<file path="src/logic/sram_macros.svh">
`ifndef SRAM_MACROS_SVH
`define SRAM_MACROS_SVH

// Half-op entries in the buffer, also the splitter's starting credit count.
`define SRAM_FIFO_DEPTH 4

// Clock cycles in one half-word SRAM access, at least 3.
`define SRAM_HALF_CYCLES 4

// Count within a half access at which read data is captured.
`define SRAM_SAMPLE_CYCLE 2

// Request credits the host holds after reset.
`define SRAM_HOST_CREDITS 1

`endif

</file>
<file path="src/logic/sram_pkg.sv">
`default_nettype none

package sram_pkg;

	// One 32-bit host request.
	typedef struct packed {
		logic write;
		logic [31:0] addr;
		logic [31:0] data;
	} host_req_t;

	// One half-word SRAM operation.
	// Low half goes to the even address, high half to the odd one.
	typedef struct packed {
		logic write;
		logic high;
		logic [17:0] addr;
		logic [15:0] data;
	} half_op_t;

	// Read response back to the host.
	typedef struct packed {
		logic [31:0] data;
	} host_rsp_t;

	// SRAM pins, strobes active low.
	// The data bus is split into output, output enable and input.
	typedef struct packed {
		logic [17:0] addr;
		logic ce_n;
		logic oe_n;
		logic we_n;
		logic lb_n;
		logic ub_n;
		logic [15:0] dq_out;
		logic dq_oe;
	} sram_pins_t;

endpackage

`default_nettype wire

</file>
<file path="src/logic/half_op_fifo.sv">
`default_nettype none
`timescale 1ns/1ps

`include "sram_macros.svh"

module half_op_fifo import sram_pkg::*; (
	input wire i_clock,
	input wire i_reset,
	input logic i_push,
	input half_op_t i_op,
	output logic o_valid,
	output half_op_t o_head,
	input logic i_pop,
	output logic o_credit
);
	localparam int DEPTH = `SRAM_FIFO_DEPTH;
	localparam int PTR_W = (DEPTH > 1) ? $clog2(DEPTH) : 1;
	localparam int CNT_W = $clog2(DEPTH + 1);
	localparam logic [PTR_W-1:0] LAST_PTR = PTR_W'(DEPTH - 1);

	half_op_t mem [DEPTH];
	logic [PTR_W-1:0] wr_ptr;
	logic [PTR_W-1:0] rd_ptr;
	logic [CNT_W-1:0] count;
	logic do_pop;

	assign o_valid = (count != '0);
	assign o_head = mem[rd_ptr];
	assign do_pop = i_pop && o_valid;

	always_ff @(posedge i_clock) begin
		if (i_push)
			mem[wr_ptr] <= i_op;
	end

	// Pointers wrap at the depth, which need not be a power of two.
	always_ff @(posedge i_clock) begin
		if (i_reset) begin
			wr_ptr <= '0;
			rd_ptr <= '0;
		end else begin
			if (i_push)
				wr_ptr <= (wr_ptr == LAST_PTR) ? '0 : wr_ptr + 1'b1;
			if (do_pop)
				rd_ptr <= (rd_ptr == LAST_PTR) ? '0 : rd_ptr + 1'b1;
		end
	end

	// Occupancy, push and pop may land in the same cycle.
	always_ff @(posedge i_clock) begin
		if (i_reset) begin
			count <= '0;
		end else begin
			case ({i_push, do_pop})
				2'b10: count <= count + 1'b1;
				2'b01: count <= count - 1'b1;
				default: count <= count;
			endcase
		end
	end

	// One credit back to the splitter for each freed entry.
	always_ff @(posedge i_clock) begin
		if (i_reset)
			o_credit <= 1'b0;
		else
			o_credit <= do_pop;
	end

	a_no_overflow: assert property (@(posedge i_clock) disable iff (i_reset)
		i_push |-> (count < CNT_W'(DEPTH)) || i_pop);

	a_no_underflow: assert property (@(posedge i_clock) disable iff (i_reset)
		i_pop |-> o_valid);

endmodule

`default_nettype wire

</file>
<file path="src/logic/req_splitter.sv">
`default_nettype none
`timescale 1ns/1ps

`include "sram_macros.svh"

module req_splitter import sram_pkg::*; (
	input wire i_clock,
	input wire i_reset,
	input logic i_req_valid,
	input host_req_t i_req,
	output logic o_req_credit,
	output logic o_half_push,
	output half_op_t o_half_op,
	input logic i_half_credit
);
	localparam int DEPTH = `SRAM_FIFO_DEPTH;
	localparam int CRED_W = $clog2(DEPTH + 1);

	host_req_t req_q;
	logic busy;
	logic phase;
	logic [CRED_W-1:0] credits;
	logic [17:0] word_base;

	// Word address in half-word units, always even.
	assign word_base = {req_q.addr[18:2], 1'b0};

	// Push whenever a request is held and the buffer has room.
	assign o_half_push = busy && (credits != '0);

	always_comb begin
		o_half_op.write = req_q.write;
		o_half_op.high = phase;
		o_half_op.addr = word_base + 18'(phase);
		o_half_op.data = phase ? req_q.data[31:16] : req_q.data[15:0];
	end

	// Request register and phase.
	always_ff @(posedge i_clock) begin
		if (i_reset) begin
			busy <= 1'b0;
			phase <= 1'b0;
		end else if (i_req_valid) begin
			busy <= 1'b1;
			phase <= 1'b0;
		end else if (o_half_push) begin
			phase <= ~phase;
			// High half gone, request register is free.
			if (phase)
				busy <= 1'b0;
		end
	end

	always_ff @(posedge i_clock) begin
		if (i_req_valid)
			req_q <= i_req;
	end

	// Host credit returns the cycle after the high half leaves.
	always_ff @(posedge i_clock) begin
		if (i_reset)
			o_req_credit <= 1'b0;
		else
			o_req_credit <= o_half_push && phase;
	end

	// Buffer credits: one spent per push, one back per FIFO pop.
	always_ff @(posedge i_clock) begin
		if (i_reset) begin
			credits <= CRED_W'(DEPTH);
		end else begin
			case ({o_half_push, i_half_credit})
				2'b10: credits <= credits - 1'b1;
				2'b01: credits <= credits + 1'b1;
				default: credits <= credits;
			endcase
		end
	end

	// The host only issues while it holds a credit, so never into a busy splitter.
	a_no_req_while_busy: assert property (@(posedge i_clock) disable iff (i_reset)
		i_req_valid |-> !busy);

	a_no_push_without_credit: assert property (@(posedge i_clock) disable iff (i_reset)
		o_half_push |-> (credits != '0) && (credits <= CRED_W'(DEPTH)));

endmodule

`default_nettype wire

</file>
<file path="src/logic/sram_sequencer.sv">
`default_nettype none
`timescale 1ns/1ps

`include "sram_macros.svh"

module sram_sequencer import sram_pkg::*; (
	input wire i_clock,
	input wire i_reset,
	input logic i_valid,
	input half_op_t i_head,
	output logic o_pop,
	output sram_pins_t o_sram,
	input logic [15:0] i_sram_dq,
	output logic o_rsp_valid,
	output host_rsp_t o_rsp
);
	localparam int HALF = `SRAM_HALF_CYCLES;
	localparam int CNT_W = $clog2(HALF);
	localparam logic [CNT_W-1:0] LAST = CNT_W'(HALF - 1);
	localparam logic [CNT_W-1:0] SAMPLE = CNT_W'(`SRAM_SAMPLE_CYCLE);
	// Write enable is held low for counts 0 and 1.
	localparam logic [CNT_W-1:0] WE_END = CNT_W'(2);

	logic [CNT_W-1:0] count;
	logic is_write;
	logic is_read;
	logic last_cycle;
	logic sample;
	logic [15:0] low_q;

	assign is_write = i_valid && i_head.write;
	assign is_read = i_valid && !i_head.write;
	assign last_cycle = i_valid && (count == LAST);
	assign sample = is_read && (count == SAMPLE);

	// Entry leaves the FIFO in the last cycle of its access.
	assign o_pop = last_cycle;

	// Access counter. It restarts at 0 for a back-to-back entry.
	always_ff @(posedge i_clock) begin
		if (i_reset)
			count <= '0;
		else if (!i_valid || last_cycle)
			count <= '0;
		else
			count <= count + 1'b1;
	end

	// Pin shaping.
	always_comb begin
		o_sram.addr = i_valid ? i_head.addr : '0;
		o_sram.ce_n = !i_valid;
		// Output enable covers the whole read access.
		o_sram.oe_n = !is_read;
		// SRAM stores on the rising edge of write enable.
		o_sram.we_n = !(is_write && (count < WE_END));
		o_sram.lb_n = 1'b0;
		o_sram.ub_n = 1'b0;
		o_sram.dq_out = i_head.data;
		o_sram.dq_oe = is_write;
	end

	// Low read half waits here for its partner.
	always_ff @(posedge i_clock) begin
		if (sample && !i_head.high)
			low_q <= i_sram_dq;
	end

	// Full word is put together when the high half is sampled.
	always_ff @(posedge i_clock) begin
		if (sample && i_head.high)
			o_rsp.data <= {i_sram_dq, low_q};
	end

	always_ff @(posedge i_clock) begin
		if (i_reset)
			o_rsp_valid <= 1'b0;
		else
			o_rsp_valid <= last_cycle && is_read && i_head.high;
	end

	a_strobes_exclusive: assert property (@(posedge i_clock) disable iff (i_reset)
		!(!o_sram.we_n && !o_sram.oe_n));

	// The FIFO head must not move under an access in progress.
	a_head_stable: assert property (@(posedge i_clock) disable iff (i_reset)
		(i_valid && !o_pop) |=> i_valid && $stable(i_head));

	// A high half always follows its own low half.
	a_half_order: assert property (@(posedge i_clock) disable iff (i_reset)
		(o_pop && !i_head.high) |=> !i_valid || i_head.high);

endmodule

`default_nettype wire

</file>
<file path="src/logic/sram_subsystem.sv">
`default_nettype none
`timescale 1ns/1ps

module sram_subsystem import sram_pkg::*; (
	input wire i_clock,
	input wire i_reset,
	input logic i_req_valid,
	input host_req_t i_req,
	output logic o_req_credit,
	output logic o_rsp_valid,
	output host_rsp_t o_rsp,
	output sram_pins_t o_sram,
	input logic [15:0] i_sram_dq
);
	logic half_push;
	half_op_t half_op;
	logic half_credit;
	logic fifo_valid;
	half_op_t fifo_head;
	logic fifo_pop;

	// Producer.
	req_splitter req_splitter_inst (
		.i_clock(i_clock),
		.i_reset(i_reset),
		.i_req_valid(i_req_valid),
		.i_req(i_req),
		.o_req_credit(o_req_credit),
		.o_half_push(half_push),
		.o_half_op(half_op),
		.i_half_credit(half_credit)
	);

	// Buffer.
	half_op_fifo half_op_fifo_inst (
		.i_clock(i_clock),
		.i_reset(i_reset),
		.i_push(half_push),
		.i_op(half_op),
		.o_valid(fifo_valid),
		.o_head(fifo_head),
		.i_pop(fifo_pop),
		.o_credit(half_credit)
	);

	// Consumer, owns the SRAM pins.
	sram_sequencer sram_sequencer_inst (
		.i_clock(i_clock),
		.i_reset(i_reset),
		.i_valid(fifo_valid),
		.i_head(fifo_head),
		.o_pop(fifo_pop),
		.o_sram(o_sram),
		.i_sram_dq(i_sram_dq),
		.o_rsp_valid(o_rsp_valid),
		.o_rsp(o_rsp)
	);

endmodule

`default_nettype wire

</file>
<file path="config.mk">
export PLATFORM = sky130hd
export DESIGN_NAME = sram_subsystem
export DESIGN_NICKNAME = d
export VERILOG_FILES = /design/src/logic/sram_pkg.sv /design/src/logic/half_op_fifo.sv /design/src/logic/req_splitter.sv /design/src/logic/sram_sequencer.sv /design/src/logic/sram_subsystem.sv
export VERILOG_INCLUDE_DIRS = /design/src /design/src/logic
export SDC_FILE = /design/constraint.sdc
export NUM_CORES = 1
export LEC_CHECK = 0
export BUFFER_PORTS_ARGS = -buffer_cell sky130_fd_sc_hd__buf_2
export CORE_AREA = 4 4 215 133
export CTS_BUF_LIST = sky130_fd_sc_hd__clkbuf_2 sky130_fd_sc_hd__clkbuf_4 sky130_fd_sc_hd__clkbuf_8
export DETAILED_ROUTE_END_ITERATION = 10
export DIE_AREA = 0 0 219 137
export SLEW_MARGIN = 15
export SYNTH_ARGS = -nofsm -noshare
export SYNTH_HDL_FRONTEND = slang
export SYNTH_SLANG_ARGS = --single-unit
</file>
<file path="constraint.sdc">
create_clock -name i_clock -period 7 [get_ports i_clock]
set_input_delay 1.4 -clock i_clock [delete_from_list [all_inputs] [get_ports i_clock]]
set_output_delay 1.4 -clock i_clock [all_outputs]
set_load 0.02 [all_outputs]
</file>
==> results of run 1 <==
==> final timing paths <==
| path | start | end | slack, ns | depth (start not counted) |
|---|---|---|---|---|
| worst max-delay path | flip-flop | o_sram[19] | 3.08 | 5 |
| worst min-delay path | sram_sequencer_inst.low_q[9] | sram_sequencer_inst.o_rsp[9] | 0.42 | 0 |
| worst max register to register | flip-flop | sram_sequencer_inst.low_q[9] | 4.12 | 3 |
| worst min register to register | sram_sequencer_inst.low_q[9] | sram_sequencer_inst.o_rsp[9] | 0.42 | 0 |
==> power breakdown <==
group          internal, uW  switching [uW]
clock                   662             562
combinational          76.2             127
sequential             1760            27.9
==> registers in the layout, summed over array words and instances, names as in the netlist, named ones only <==
name and count:
req_splitter_inst.o_half_op 1, req_splitter_inst.phase 1, sram_sequencer_inst.low_q 16, half_op_fifo_inst.count 3, req_splitter_inst.busy 1, req_splitter_inst.o_req_credit 1, sram_sequencer_inst.o_rsp 32, sram_sequencer_inst.o_rsp_valid 1
half_op_fifo_inst.o_credit 1, half_op_fifo_inst.mem 140, req_splitter_inst.credits 3, req_splitter_inst.req_q 49, half_op_fifo_inst.wr_ptr 2, sram_sequencer_inst.count 2, half_op_fifo_inst.rd_ptr 2
==> metrics by stage <==
stage / area (um^2) / total power [uW] / cells / hold slack, ns / setup WS [ns]
6_report: 11100 / 3210 / 972 / 0.417 / 3.08
5_1_grt: 11100 / 3360 / 972 / 0.422 / 2.83
4_1_cts: 11100 / 3260 / 972 / 0.419 / 2.91
3_5_place_dp: 10300 / 2020 / 903 / 0.405 / 3.53
3_3_place_gp: 10300 / 2010 / 903 / 0.400 / 3.56
2_1_floorplan: 9230 / 1920 / 415 / 0.400 / 4.25
==> metal layers <==
| metal | up-vias | track usage, % |
|---|---|---|
| li1 | 1996 | - |
| met1 | 2246 | 15.5 |
| met2 | 146 | 18.7 |
| met3 | 33 | 3.99 |
| met4 | 0 | 3.72 |
| met5 | - | 0 |
==> cells in the final DEF, fill, tap and decap left out <==
| cell type | instances |
|---|---|
| nor4_1 | 2 |
| and3_1 | 1 |
| clkinv_1 | 6 |
| and2_2 | 4 |
| o31ai_1 | 2 |
| dfxtp_1 | 16 |
| nor2_1 | 7 |
| nor3_4 | 1 |
| mux4_2 | 35 |
| o21ai_0 | 2 |
| mux2i_1 | 2 |
| xnor2_1 | 1 |
| or2_1 | 1 |
| nor3b_1 | 1 |
| or3_1 | 4 |
| nor2b_1 | 19 |
| mux2_2 | 16 |
| nand2_1 | 4 |
| conb_1 | 2 |
| bufinv_16 | 1 |
| dfxtp_2 | 3 |
| clkinv_2 | 6 |
| nor3_1 | 1 |
| and4bb_1 | 1 |
| edfxtp_1 | 238 |
| nor4b_4 | 1 |
| clkbuf_4 | 10 |
| nand3_1 | 1 |
| xor2_1 | 4 |
| buf_2 | 140 |
| fa_1 | 2 |
| a21oi_1 | 6 |
| inv_6 | 3 |
| clkbuf_8 | 43 |
| nand2b_1 | 1 |
| ha_1 | 9 |
| and3b_1 | 1 |
| buf_4 | 4 |
| o31a_1 | 1 |
| inv_1 | 10 |
==> cells by family (layout without fill, tap and decap cells) <==
group / Yosys count / count (layout)
AOI/OAI and AO/OA: 11 / 11
xor gates and xnor gates: 5 / 5
adders and majority gates: 11 / 11
buffers and inverters: 26 / 223
DFF: 257 / 257
muxes: 53 / 53
other: 1 / 2
and+or+nand+nor: 50 / 50
==> layout make-up <==
cell class	count	area, um^2	area share, %
flip-flops and latches	257	7530	67.8
clock buffers	53	667	6.00
clock inverters	16	109	0.980
inverters	10	37.5	0.338
repair buffers	144	731	6.58
multi-input cells	132	1580	14.2
well taps	360	450	4.06
==> critical path, stage by stage (launching register included) <==
cell and delay, ns:
dfxtp_2 0.31, buf_4 0.57, mux4_2 0.67, nor2b_1 0.17
nand2b_1 0.08, buf_2 0.16
==> impl_results.md, run 1 <==
- Status: completed
- Synthesized instance count: 414
- GRT Util Overall: between 10% and 20%
- Setup TNS: 0 ns
- Grt ovf: 0
- Critical path type: flip-flop to primary output
- Initial antenna violation count: 0
- Area grow syn2layout: 20.4%
- Metal3 WL: between 1000 and 1500 um
- Top-area cell type share of the netlist area: between 70% and 80%
- Final period utilization: 56.0%
- Vias per inst: 4.55
- Hold Violations, Final: 0
- Mux share of post-synthesis cell area: about 11%
- Leakage dissipation: approximately 0.0039 uW
- Post-synth EDFFs: around 240
- I/O Pins: around 160
- Width of the chip: approximately 220 um
- First-pass DRT Iterations: 4
- Finish-stage setup viols: 0
- Syn. warnings: 0
- Maximum fanout along the worst path: 35
- Final core utilization: a little over two fifths
- Worst Tran Pin Value: 1.08 ns
- Ant diodes: 0
- Top Metal Used: met4
- Die area: 30000 um^2
- Nets: 680
- Max Clock Freq: 255 MHz
- Post-CTS setup buffers: 0
- Worst Clk Skew: about 0.02 ns
- Min Tclk post-route: 3.92 ns
- Vias: between 4000 and 5000
- Yosys cell types: 36
- Die height: approximately 140 um
- Initial Util: a little over a third
- Worst skew pair latency: between 0.5 and 0.6 ns
- Arrival time worst endpoint: approximately 2.5 ns
- Syn avg cell area: 22.3 um^2
- Met2 WL: roughly 8200 um
- Synth area leader: edfxtp_1
- Peak VDD IR: roughly 0.12 mV
- #FFs+latches synth: between 200 and 300
- Post-DP HPWL: 10600 um
- Post-cts sizing count: 0
- Max cap viols: 0
- PortBufs: 140
- Synth area leaders: edfxtp_1 (77%), mux4_2 (8.5%), dfxtp_1 (4.1%)
- Startpoint Class: flip-flop
- Hold Crit Class: flip-flop to flip-flop
- Routability cong.: roughly 0.71
- Post-Synth Simple-Gate Area: under 10%
- Clk pin slew, worst setup/hold paths: ~0.07 ns
- Sequential share of the synthesized area: 81.6%
- Slew HR: between 20% and 30%
- TritonCTS Sinks: roughly 260
- Share of layout cells above drive strength 1: around 44%
- H-tree depth: 2
- Final ANT Viol Nets: 0
- Worst Setup End Kind: primary output
- Drt wl/cell: about 18 um
- Netlist Area Pre-Place: just over 9000 um^2
- Top-count cell post-synth: edfxtp_1
- Pin count of the biggest net entering global routing: between 50 and 60
- CTS Hold Bufs: 0
- Synth Area in Adders: between 1.5 and 2%
- Largest family of logic cells by synthesized area: multiplexers
- First-pass GRT wire length: ~27000 um
- DRC violation count after routing: 0
- WL final: 17600 um
- CTS Root Cell: clkbuf_8
- Initial drt markers: ~330
- CTS buffer count: 40
- Post-synthesis async set-or-reset flop share: 0%
- Ys flop type: edfxtp_1
- XOR/XNOR share of the synthesized area: less than 1%
- RSZ-0062 raised after global routing: false
- Max-slew violations: 0
- Clock buffer depth: 3
- Number of global-route vias before repair: 4830
- Compound-Gate Fraction of Synth Area: less than 1%
- Post-Route M1 WL: between 7000 and 8000 um
- Pwr Density: 289 nW/um^2
- Post-synth top cells: edfxtp_1 (238), mux4_2 (35), dfxtp_1 (19), nor2b_1 (19), mux2_2 (16)
- Fill count: around 2400
- CTS tree: done
- Core Area: ~26000 um^2
- Site row count: 46
- WP data required: around 5.6 ns
Power figures use the tool's default switching activity.
==> run 2: changes to the inputs <==
==> constraint.sdc (replaced) <==
create_clock -name i_clock -period 3.77 [get_ports i_clock]
set_input_delay 0.754 -clock i_clock [delete_from_list [all_inputs] [get_ports i_clock]]
set_output_delay 0.754 -clock i_clock [all_outputs]
set_load 0.02 [all_outputs]
==> impl_results.md, run 2 (synthesized netlist as in run 1, its figures left out) <==
- Post-DP HPWL: 11000 um (+3.9%)
- Pwr Density: 532 nW/um^2 (+84%)
- Max Clock Freq: 311 MHz
- Crit-path max cell delay: 0.64 ns (-0.03 ns)
- Top reg by flops: half_op_fifo_inst.mem
- Leakage dissipation: 0.00387 uW (about the same)
- Share of layout cells above drive strength 1: 43.3% (-0.30 points)
- Sw Share: 22.0% (-0.30 points)
- Final period utilization: between 80% and 90%
- Vias: 4388 (-0.75%)
- Slowest CP cell: dfxtp_2
- Max cap viols: 0 (unchanged)
- Worst Clk Skew: 0.0249 ns (+0.00512 ns)
- Combinational power share: 6.4% (about the same)
- WL final: 17600 um (-0.35%)
- Post-cts sizing count: 0 (unchanged)
- Final WS setup: 0.550 ns (-2.53 ns)
- Startpoint Class: flip-flop
- H-tree depth: 2 (unchanged)
- Post-layout power: 5900 uW (+84%)
- Initial Util: 35.0% (unchanged)
- Most frequent cells in the layout: edfxtp_1 (238), buf_2 (140), clkbuf_8 (40)
- Clock power frac: 37.6% (-0.5 points)
- CTS Root Cell: clkbuf_8
- Post-CTS setup buffers: 0 (unchanged)
- TritonCTS Sinks: 257 (unchanged)
- RSZ-0062 raised after global routing: false
- Hold WS: 0.384 ns (-0.0335 ns)
- Setup TNS: 0 ns (unchanged)
- Nets: 682 (+0.29%)
- Area grow syn2layout: 20.3% (about the same)
- Commonest non-fill, non-tap cell in the layout: edfxtp_1
- Worst skew pair latency: 0.54 ns (about the same)
- Post-Layout Cell Count: 974 (+0.21%)
- CP cell instances: buf_4 > mux4_2 > nor2b_1 > buf_2
- First-pass DRT Iterations: 4 (unchanged)
- Pin count of the biggest net entering global routing: 37 (-30%)
- Flop pwr share: 56.1% (+0.5 points)
- Hold Crit Class: input pin to flip-flop
- CTS Hold Bufs: 0 (unchanged)
- Min Tclk post-route: about 3.2 ns
- Routability cong.: 0.684 (-3.7%)
- Drt wl/cell: 18.0 um (-0.56%)
- Hold Violations, Final: 0 (unchanged)
- Grt ovf: 0 (unchanged)
- Vias per inst: 4.51 (-0.95%)
- Ant diodes: 0 (unchanged)
- Status: completed
- Max reg flops: 140 (unchanged)
- Final ANT Viol Nets: 0 (unchanged)
- Critical path type: flip-flop to primary output
- Pint: 4600 uW (+85%)
- WP data required: 3.02 ns (-2.58 ns)
- Max-slew violations: 0 (unchanged)
- Finish-stage setup viols: 0 (unchanged)
- Placed cell count: 905 (+0.22%)
- Post-Place Setup Slack: 1.02 ns (-2.52 ns)
- Maximum fanout along the worst path: 14 (-60%)
- Die height: 137 um (unchanged)
- Peak VDD IR: 0.258 mV (+110%)
- Core Area: 26400 um^2 (unchanged)
- PortBufs: 140 (unchanged)
- Width of the chip: 219 um (unchanged)
- Arrival time worst endpoint: 2.47 ns (-0.05 ns)
- Number of global-route vias before repair: 4834 (+0.083%)
- Switching power total: 1300 uW (+81%)
- Worst Tran Pin Value: 1.06 ns (-0.0153 ns)
- Clock buffer depth: 3 (unchanged)
- I/O Pins: 158 (unchanged)
- First-pass GRT wire length: 26900 um (-0.18%)
- DRC violation count after routing: 0 (unchanged)
- Clk pin slew, worst setup/hold paths: 0.06 ns (about the same)
- CTS buffer count: 40 (unchanged)
- GRT Util Overall: 11.9% (+0.097 points)
- Worst Setup End Kind: primary output
- Die area: 30000 um^2 (unchanged)
- Top flop regs: half_op_fifo_inst.mem x140, req_splitter_inst.req_q x49, sram_sequencer_inst.o_rsp x32
- Site row count: 46 (unchanged)
- Slew HR: 28.9% (+0.72 points)
- Initial drt markers: 197 (-39%)
- Initial antenna violation count: 0 (unchanged)
- CTS tree: done
==> run 2: cell count changes in the layout (fill, tap and decap cells not counted) <==
cell,change
clkbuf_4,+4
buf_4,+2
clkinv_1,+3
clkinv_2,-4
clkbuf_8,-3
==> run 2: metal layers <==
metal / share of wire [%] / wire length [um] / global-route usage (%) / vias up
met1: 44 / 7780 / 15.8 / 2207
met4: 2.4 / 418 / 4.63 / 0
met3: 7.1 / 1250 / 3.91 / 35
li1: - / - / - / 2001
met2: 46 / 8120 / 18.4 / 145
met5: 0 / 0 / 0 / -
==> run 2: area by class of cell <==
| type | count | area, um^2 |
|---|---|---|
| fill | 2367 | 15300 |
| sequential | 257 | 7530 |
| multi-input combinational | 132 | 1580 |
| timing repair buffer | 146 | 746 |
| clock buffer | 54 | 656 |
| tap | 360 | 450 |
| clock inverter | 15 | 100 |
| inverter | 10 | 37.5 |
==> run 2: worst max-delay path, delay by kind of cell, from the launching register on <==
family / cells / cell delay [ns]
buffers and inverters: 2 / 0.57
flip-flops: 1 / 0.64
multiplexers: 1 / 0.56
AND/OR/NAND/NOR: 1 / 0.16
==> run 2: through the flow <==
step	util (%)	cell area [um^2]
3_3_place_gp	39.2	10300
5_1_grt	42.1	11100
4_1_cts	42.1	11100
2_1_floorplan	-	9230
3_5_place_dp	39.2	10300
6_report	42.1	11100
==> run 2: power groups by stage <==
stage	Combinational [uW]	Sequential (uW)	Clock (uW)
after global routing	415	3320	2460
final	376	3310	2220
after floorplan	224	3350	0
after detailed placement	385	3370	0
after CTS	388	3310	2310
after global placement	370	3360	0
==> run 2: path summary, 6_finish.rpt <==
path | from | to | slack (ns) | depth (start not counted)
worst max-delay path | flip-flop | o_sram[24] | 0.55 | 4
worst min register to register | sram_sequencer_inst.low_q[12] | sram_sequencer_inst.o_rsp[12] | 0.41 | 0
worst min-delay path | i_req[45] | req_splitter_inst.req_q[45] | 0.38 | 1
worst max register to register | flip-flop | sram_sequencer_inst.low_q[9] | 1.18 | 2
==> run 3: changes to the inputs <==
--- a/config.mk
+++ b/config.mk
@@ -7,10 +7,11 @@
 export NUM_CORES = 1
 export LEC_CHECK = 0
 export BUFFER_PORTS_ARGS = -buffer_cell sky130_fd_sc_hd__buf_2
-export CORE_AREA = 4 4 215 133
+export CORE_AREA = 4 4 181 113
 export CTS_BUF_LIST = sky130_fd_sc_hd__clkbuf_2 sky130_fd_sc_hd__clkbuf_4 sky130_fd_sc_hd__clkbuf_8
 export DETAILED_ROUTE_END_ITERATION = 10
-export DIE_AREA = 0 0 219 137
+export DIE_AREA = 0 0 185 117
+export PLACE_DENSITY = 0.71
 export SLEW_MARGIN = 15
 export SYNTH_ARGS = -nofsm -noshare
 export SYNTH_HDL_FRONTEND = slang
==> impl_results.md, run 3 (synthesized netlist as in run 1, its figures left out) <==
- Status: completed
- Max reg flops: 140 (unchanged)
- TritonCTS Sinks: 257 (unchanged)
- PortBufs: 140 (unchanged)
- Site row count: 39 (-15%)
- Nets: 681 (-0.15%)
- Setup crit end: o_sram[26]
- Pwr Density: 537 nW/um^2 (+1.1%)
- H-tree depth: 2 (unchanged)
- Peak VDD IR: 0.287 mV (+11%)
- I/O Pins: 158 (unchanged)
- Initial antenna violation count: 0 (unchanged)
- Final period utilization: 80.3% (-5.1 points)
- Busiest layer in global routing: met2
- Vias per inst: 5.13 (+14%)
- Clock buffer depth: 3 (unchanged)
- Routability cong.: 0.728 (+6.4%)
- Top reg by flops: half_op_fifo_inst.mem
- Worst Clk Skew: 0.0167 ns (-0.00826 ns)
- Min Tclk post-route: 3.03 ns (-0.194 ns)
- Share of layout cells above drive strength 1: 43.6% (+0.28 points)
- Flop-to-flop setup slack: 1.49 ns (+0.31 ns)
- Critical path type: flip-flop to primary output
- Final ANT Viol Nets: 0 (unchanged)
- Width of the chip: 185 um (-16%)
- Initial Util: 49.2% (+14 points)
- Worst skew pair latency: 0.51 ns (-0.03 ns)
- Most frequent cells in the layout: edfxtp_1 (238), buf_2 (140), clkbuf_8 (38)
- Leakage dissipation: 0.00386 uW (-0.22%)
- Die area: 21600 um^2 (-28%)
- Slew HR: 28.6% (-0.30 points)
- Area grow syn2layout: 18.7%
- CTS Root Cell: clkbuf_8
- Grt ovf: 0 (unchanged)
- Commonest non-fill, non-tap cell in the layout: edfxtp_1
- Maximum fanout along the worst path: 19 (+5)
- Worst Tran Pin Value: 1.07 ns (+0.00752 ns)
- GR Util met3: 4.17% (+0.26 points)
- Finish-stage setup viols: 0 (unchanged)
- CTS tree: done
- Number of global-route vias before repair: 4655 (-3.7%)
- Worst r2r src: req_splitter_inst.credits[1]
- WL final: 16800 um (-4.5%)
- Drt wl/cell: 19.6 um (+8.7%)
- Hold Crit Class: flip-flop to flip-flop
- Post-DP HPWL: 10200 um (-7.6%)
- WP data required: 3.02 ns (about the same)
- Setup TNS: 0 ns (unchanged)
- Met2 Use GR: 24.4% (+6.0 points)
- Top flop regs: half_op_fifo_inst.mem x140, req_splitter_inst.req_q x49, sram_sequencer_inst.o_rsp x32
- Vias: 4390 (+0.046%)
- Post-cts sizing count: 0 (unchanged)
- GRT Util Overall: 15.4% (+3.5 points)
- DRC violation count after routing: 0 (unchanged)
- Arrival time worst endpoint: 2.27 ns (-0.20 ns)
- CTS Hold Bufs: 0 (unchanged)
- Die height: 117 um (-15%)
- Post-CTS setup buffers: 0 (unchanged)
- Pin count of the biggest net entering global routing: 39 (+5.4%)
- Core Area: 18700 um^2 (-29%)
- Post-Place Setup Slack: 1.24 ns (+0.220 ns)
- Hold Violations, Final: 0 (unchanged)
- Clk pin slew, worst setup/hold paths: 0.06 ns (about the same)
- Initial drt markers: 288 (+46%)
- CTS buffer count: 38 (-5.0%)
- R2R depth: 8 (+6)
- Max cap viols: 0 (unchanged)
- Ant diodes: 0 (unchanged)
- Max-slew violations: 0 (unchanged)
- RR Endpoint: half_op_fifo_inst.count[2]
- Worst Setup End Kind: primary output
- Startpoint Class: flip-flop
- First-pass GRT wire length: 25100 um (-6.7%)
- First-pass DRT Iterations: 4 (unchanged)
- RSZ-0062 raised after global routing: false
- Max Clock Freq: 330 MHz (+6.4%)
- Final WS setup: 0.744 ns (+0.194 ns)
- Met1 GRT Util: 21.7% (+5.9 points)
## run 3: worst min path at each step
stage | slack (ns) | depth (start not counted) | startpoint | endpoint
5_1_grt | 0.37 | 1 | i_req[17] | req_splitter_inst.req_q[17]
2_1_floorplan | 0.40 | 0 | sram_sequencer_inst.low_q[0] | sram_sequencer_inst.o_rsp[0]
6_report | 0.42 | 0 | sram_sequencer_inst.low_q[3] | sram_sequencer_inst.o_rsp[3]
3_3_place_gp | 0.40 | 0 | sram_sequencer_inst.low_q[11] | sram_sequencer_inst.o_rsp[11]
3_5_place_dp | 0.40 | 0 | sram_sequencer_inst.low_q[3] | sram_sequencer_inst.o_rsp[3]
4_1_cts | 0.38 | 1 | i_req[64] | req_splitter_inst.o_half_op[35]
## run 3: per-stage QoR
step | total power [uW] | instance area (um^2) | instances | util (%) | hold slack (ns)
finish | 5890 | 11000 | 856 | 58.4 | 0.419
global route | 6130 | 11000 | 856 | 58.4 | 0.371
CTS | 5950 | 10900 | 855 | 58.4 | 0.383
detailed placement | 3750 | 10200 | 791 | 54.4 | 0.405
global placement | 3720 | 10200 | 791 | 54.4 | 0.400
floorplan | 3570 | 9230 | 415 | - | 0.400
## run 3: per-layer routing
layer	vias up	wire [um]	share of wire, %
li1	1988	-	-
met1	2231	7310	44
met2	151	8110	48
met3	20	1200	7.1
met4	0	167	1.0
met5	-	0	0
## run 3: report_power, final
part	total (uW)	switching (uW)	internal [uW]	leakage [uW]
combinational	376	233	142	0.00113
sequential	3310	52.0	3260	0.00235
clock	2200	1000	1200	0.000387
total	5890	1290	4600	0.00386
## run 3: area by class of cell
type	instances	area (um^2)
Multi-Input combinational cell	132	1580
Inverter	10	37.5
Sequential cell	257	7530
Timing Repair Buffer	147	757
Clock buffer	50	613
Fill cell	1399	7790
Clock inverter	14	124
Tap cell	246	308
## run 3: worst max-delay path: stages (launching register included)
cell	delay, ns
dfxtp_2	0.65
buf_4	0.41
mux4_2	0.34
nor2b_1	0.18
buf_2	0.19
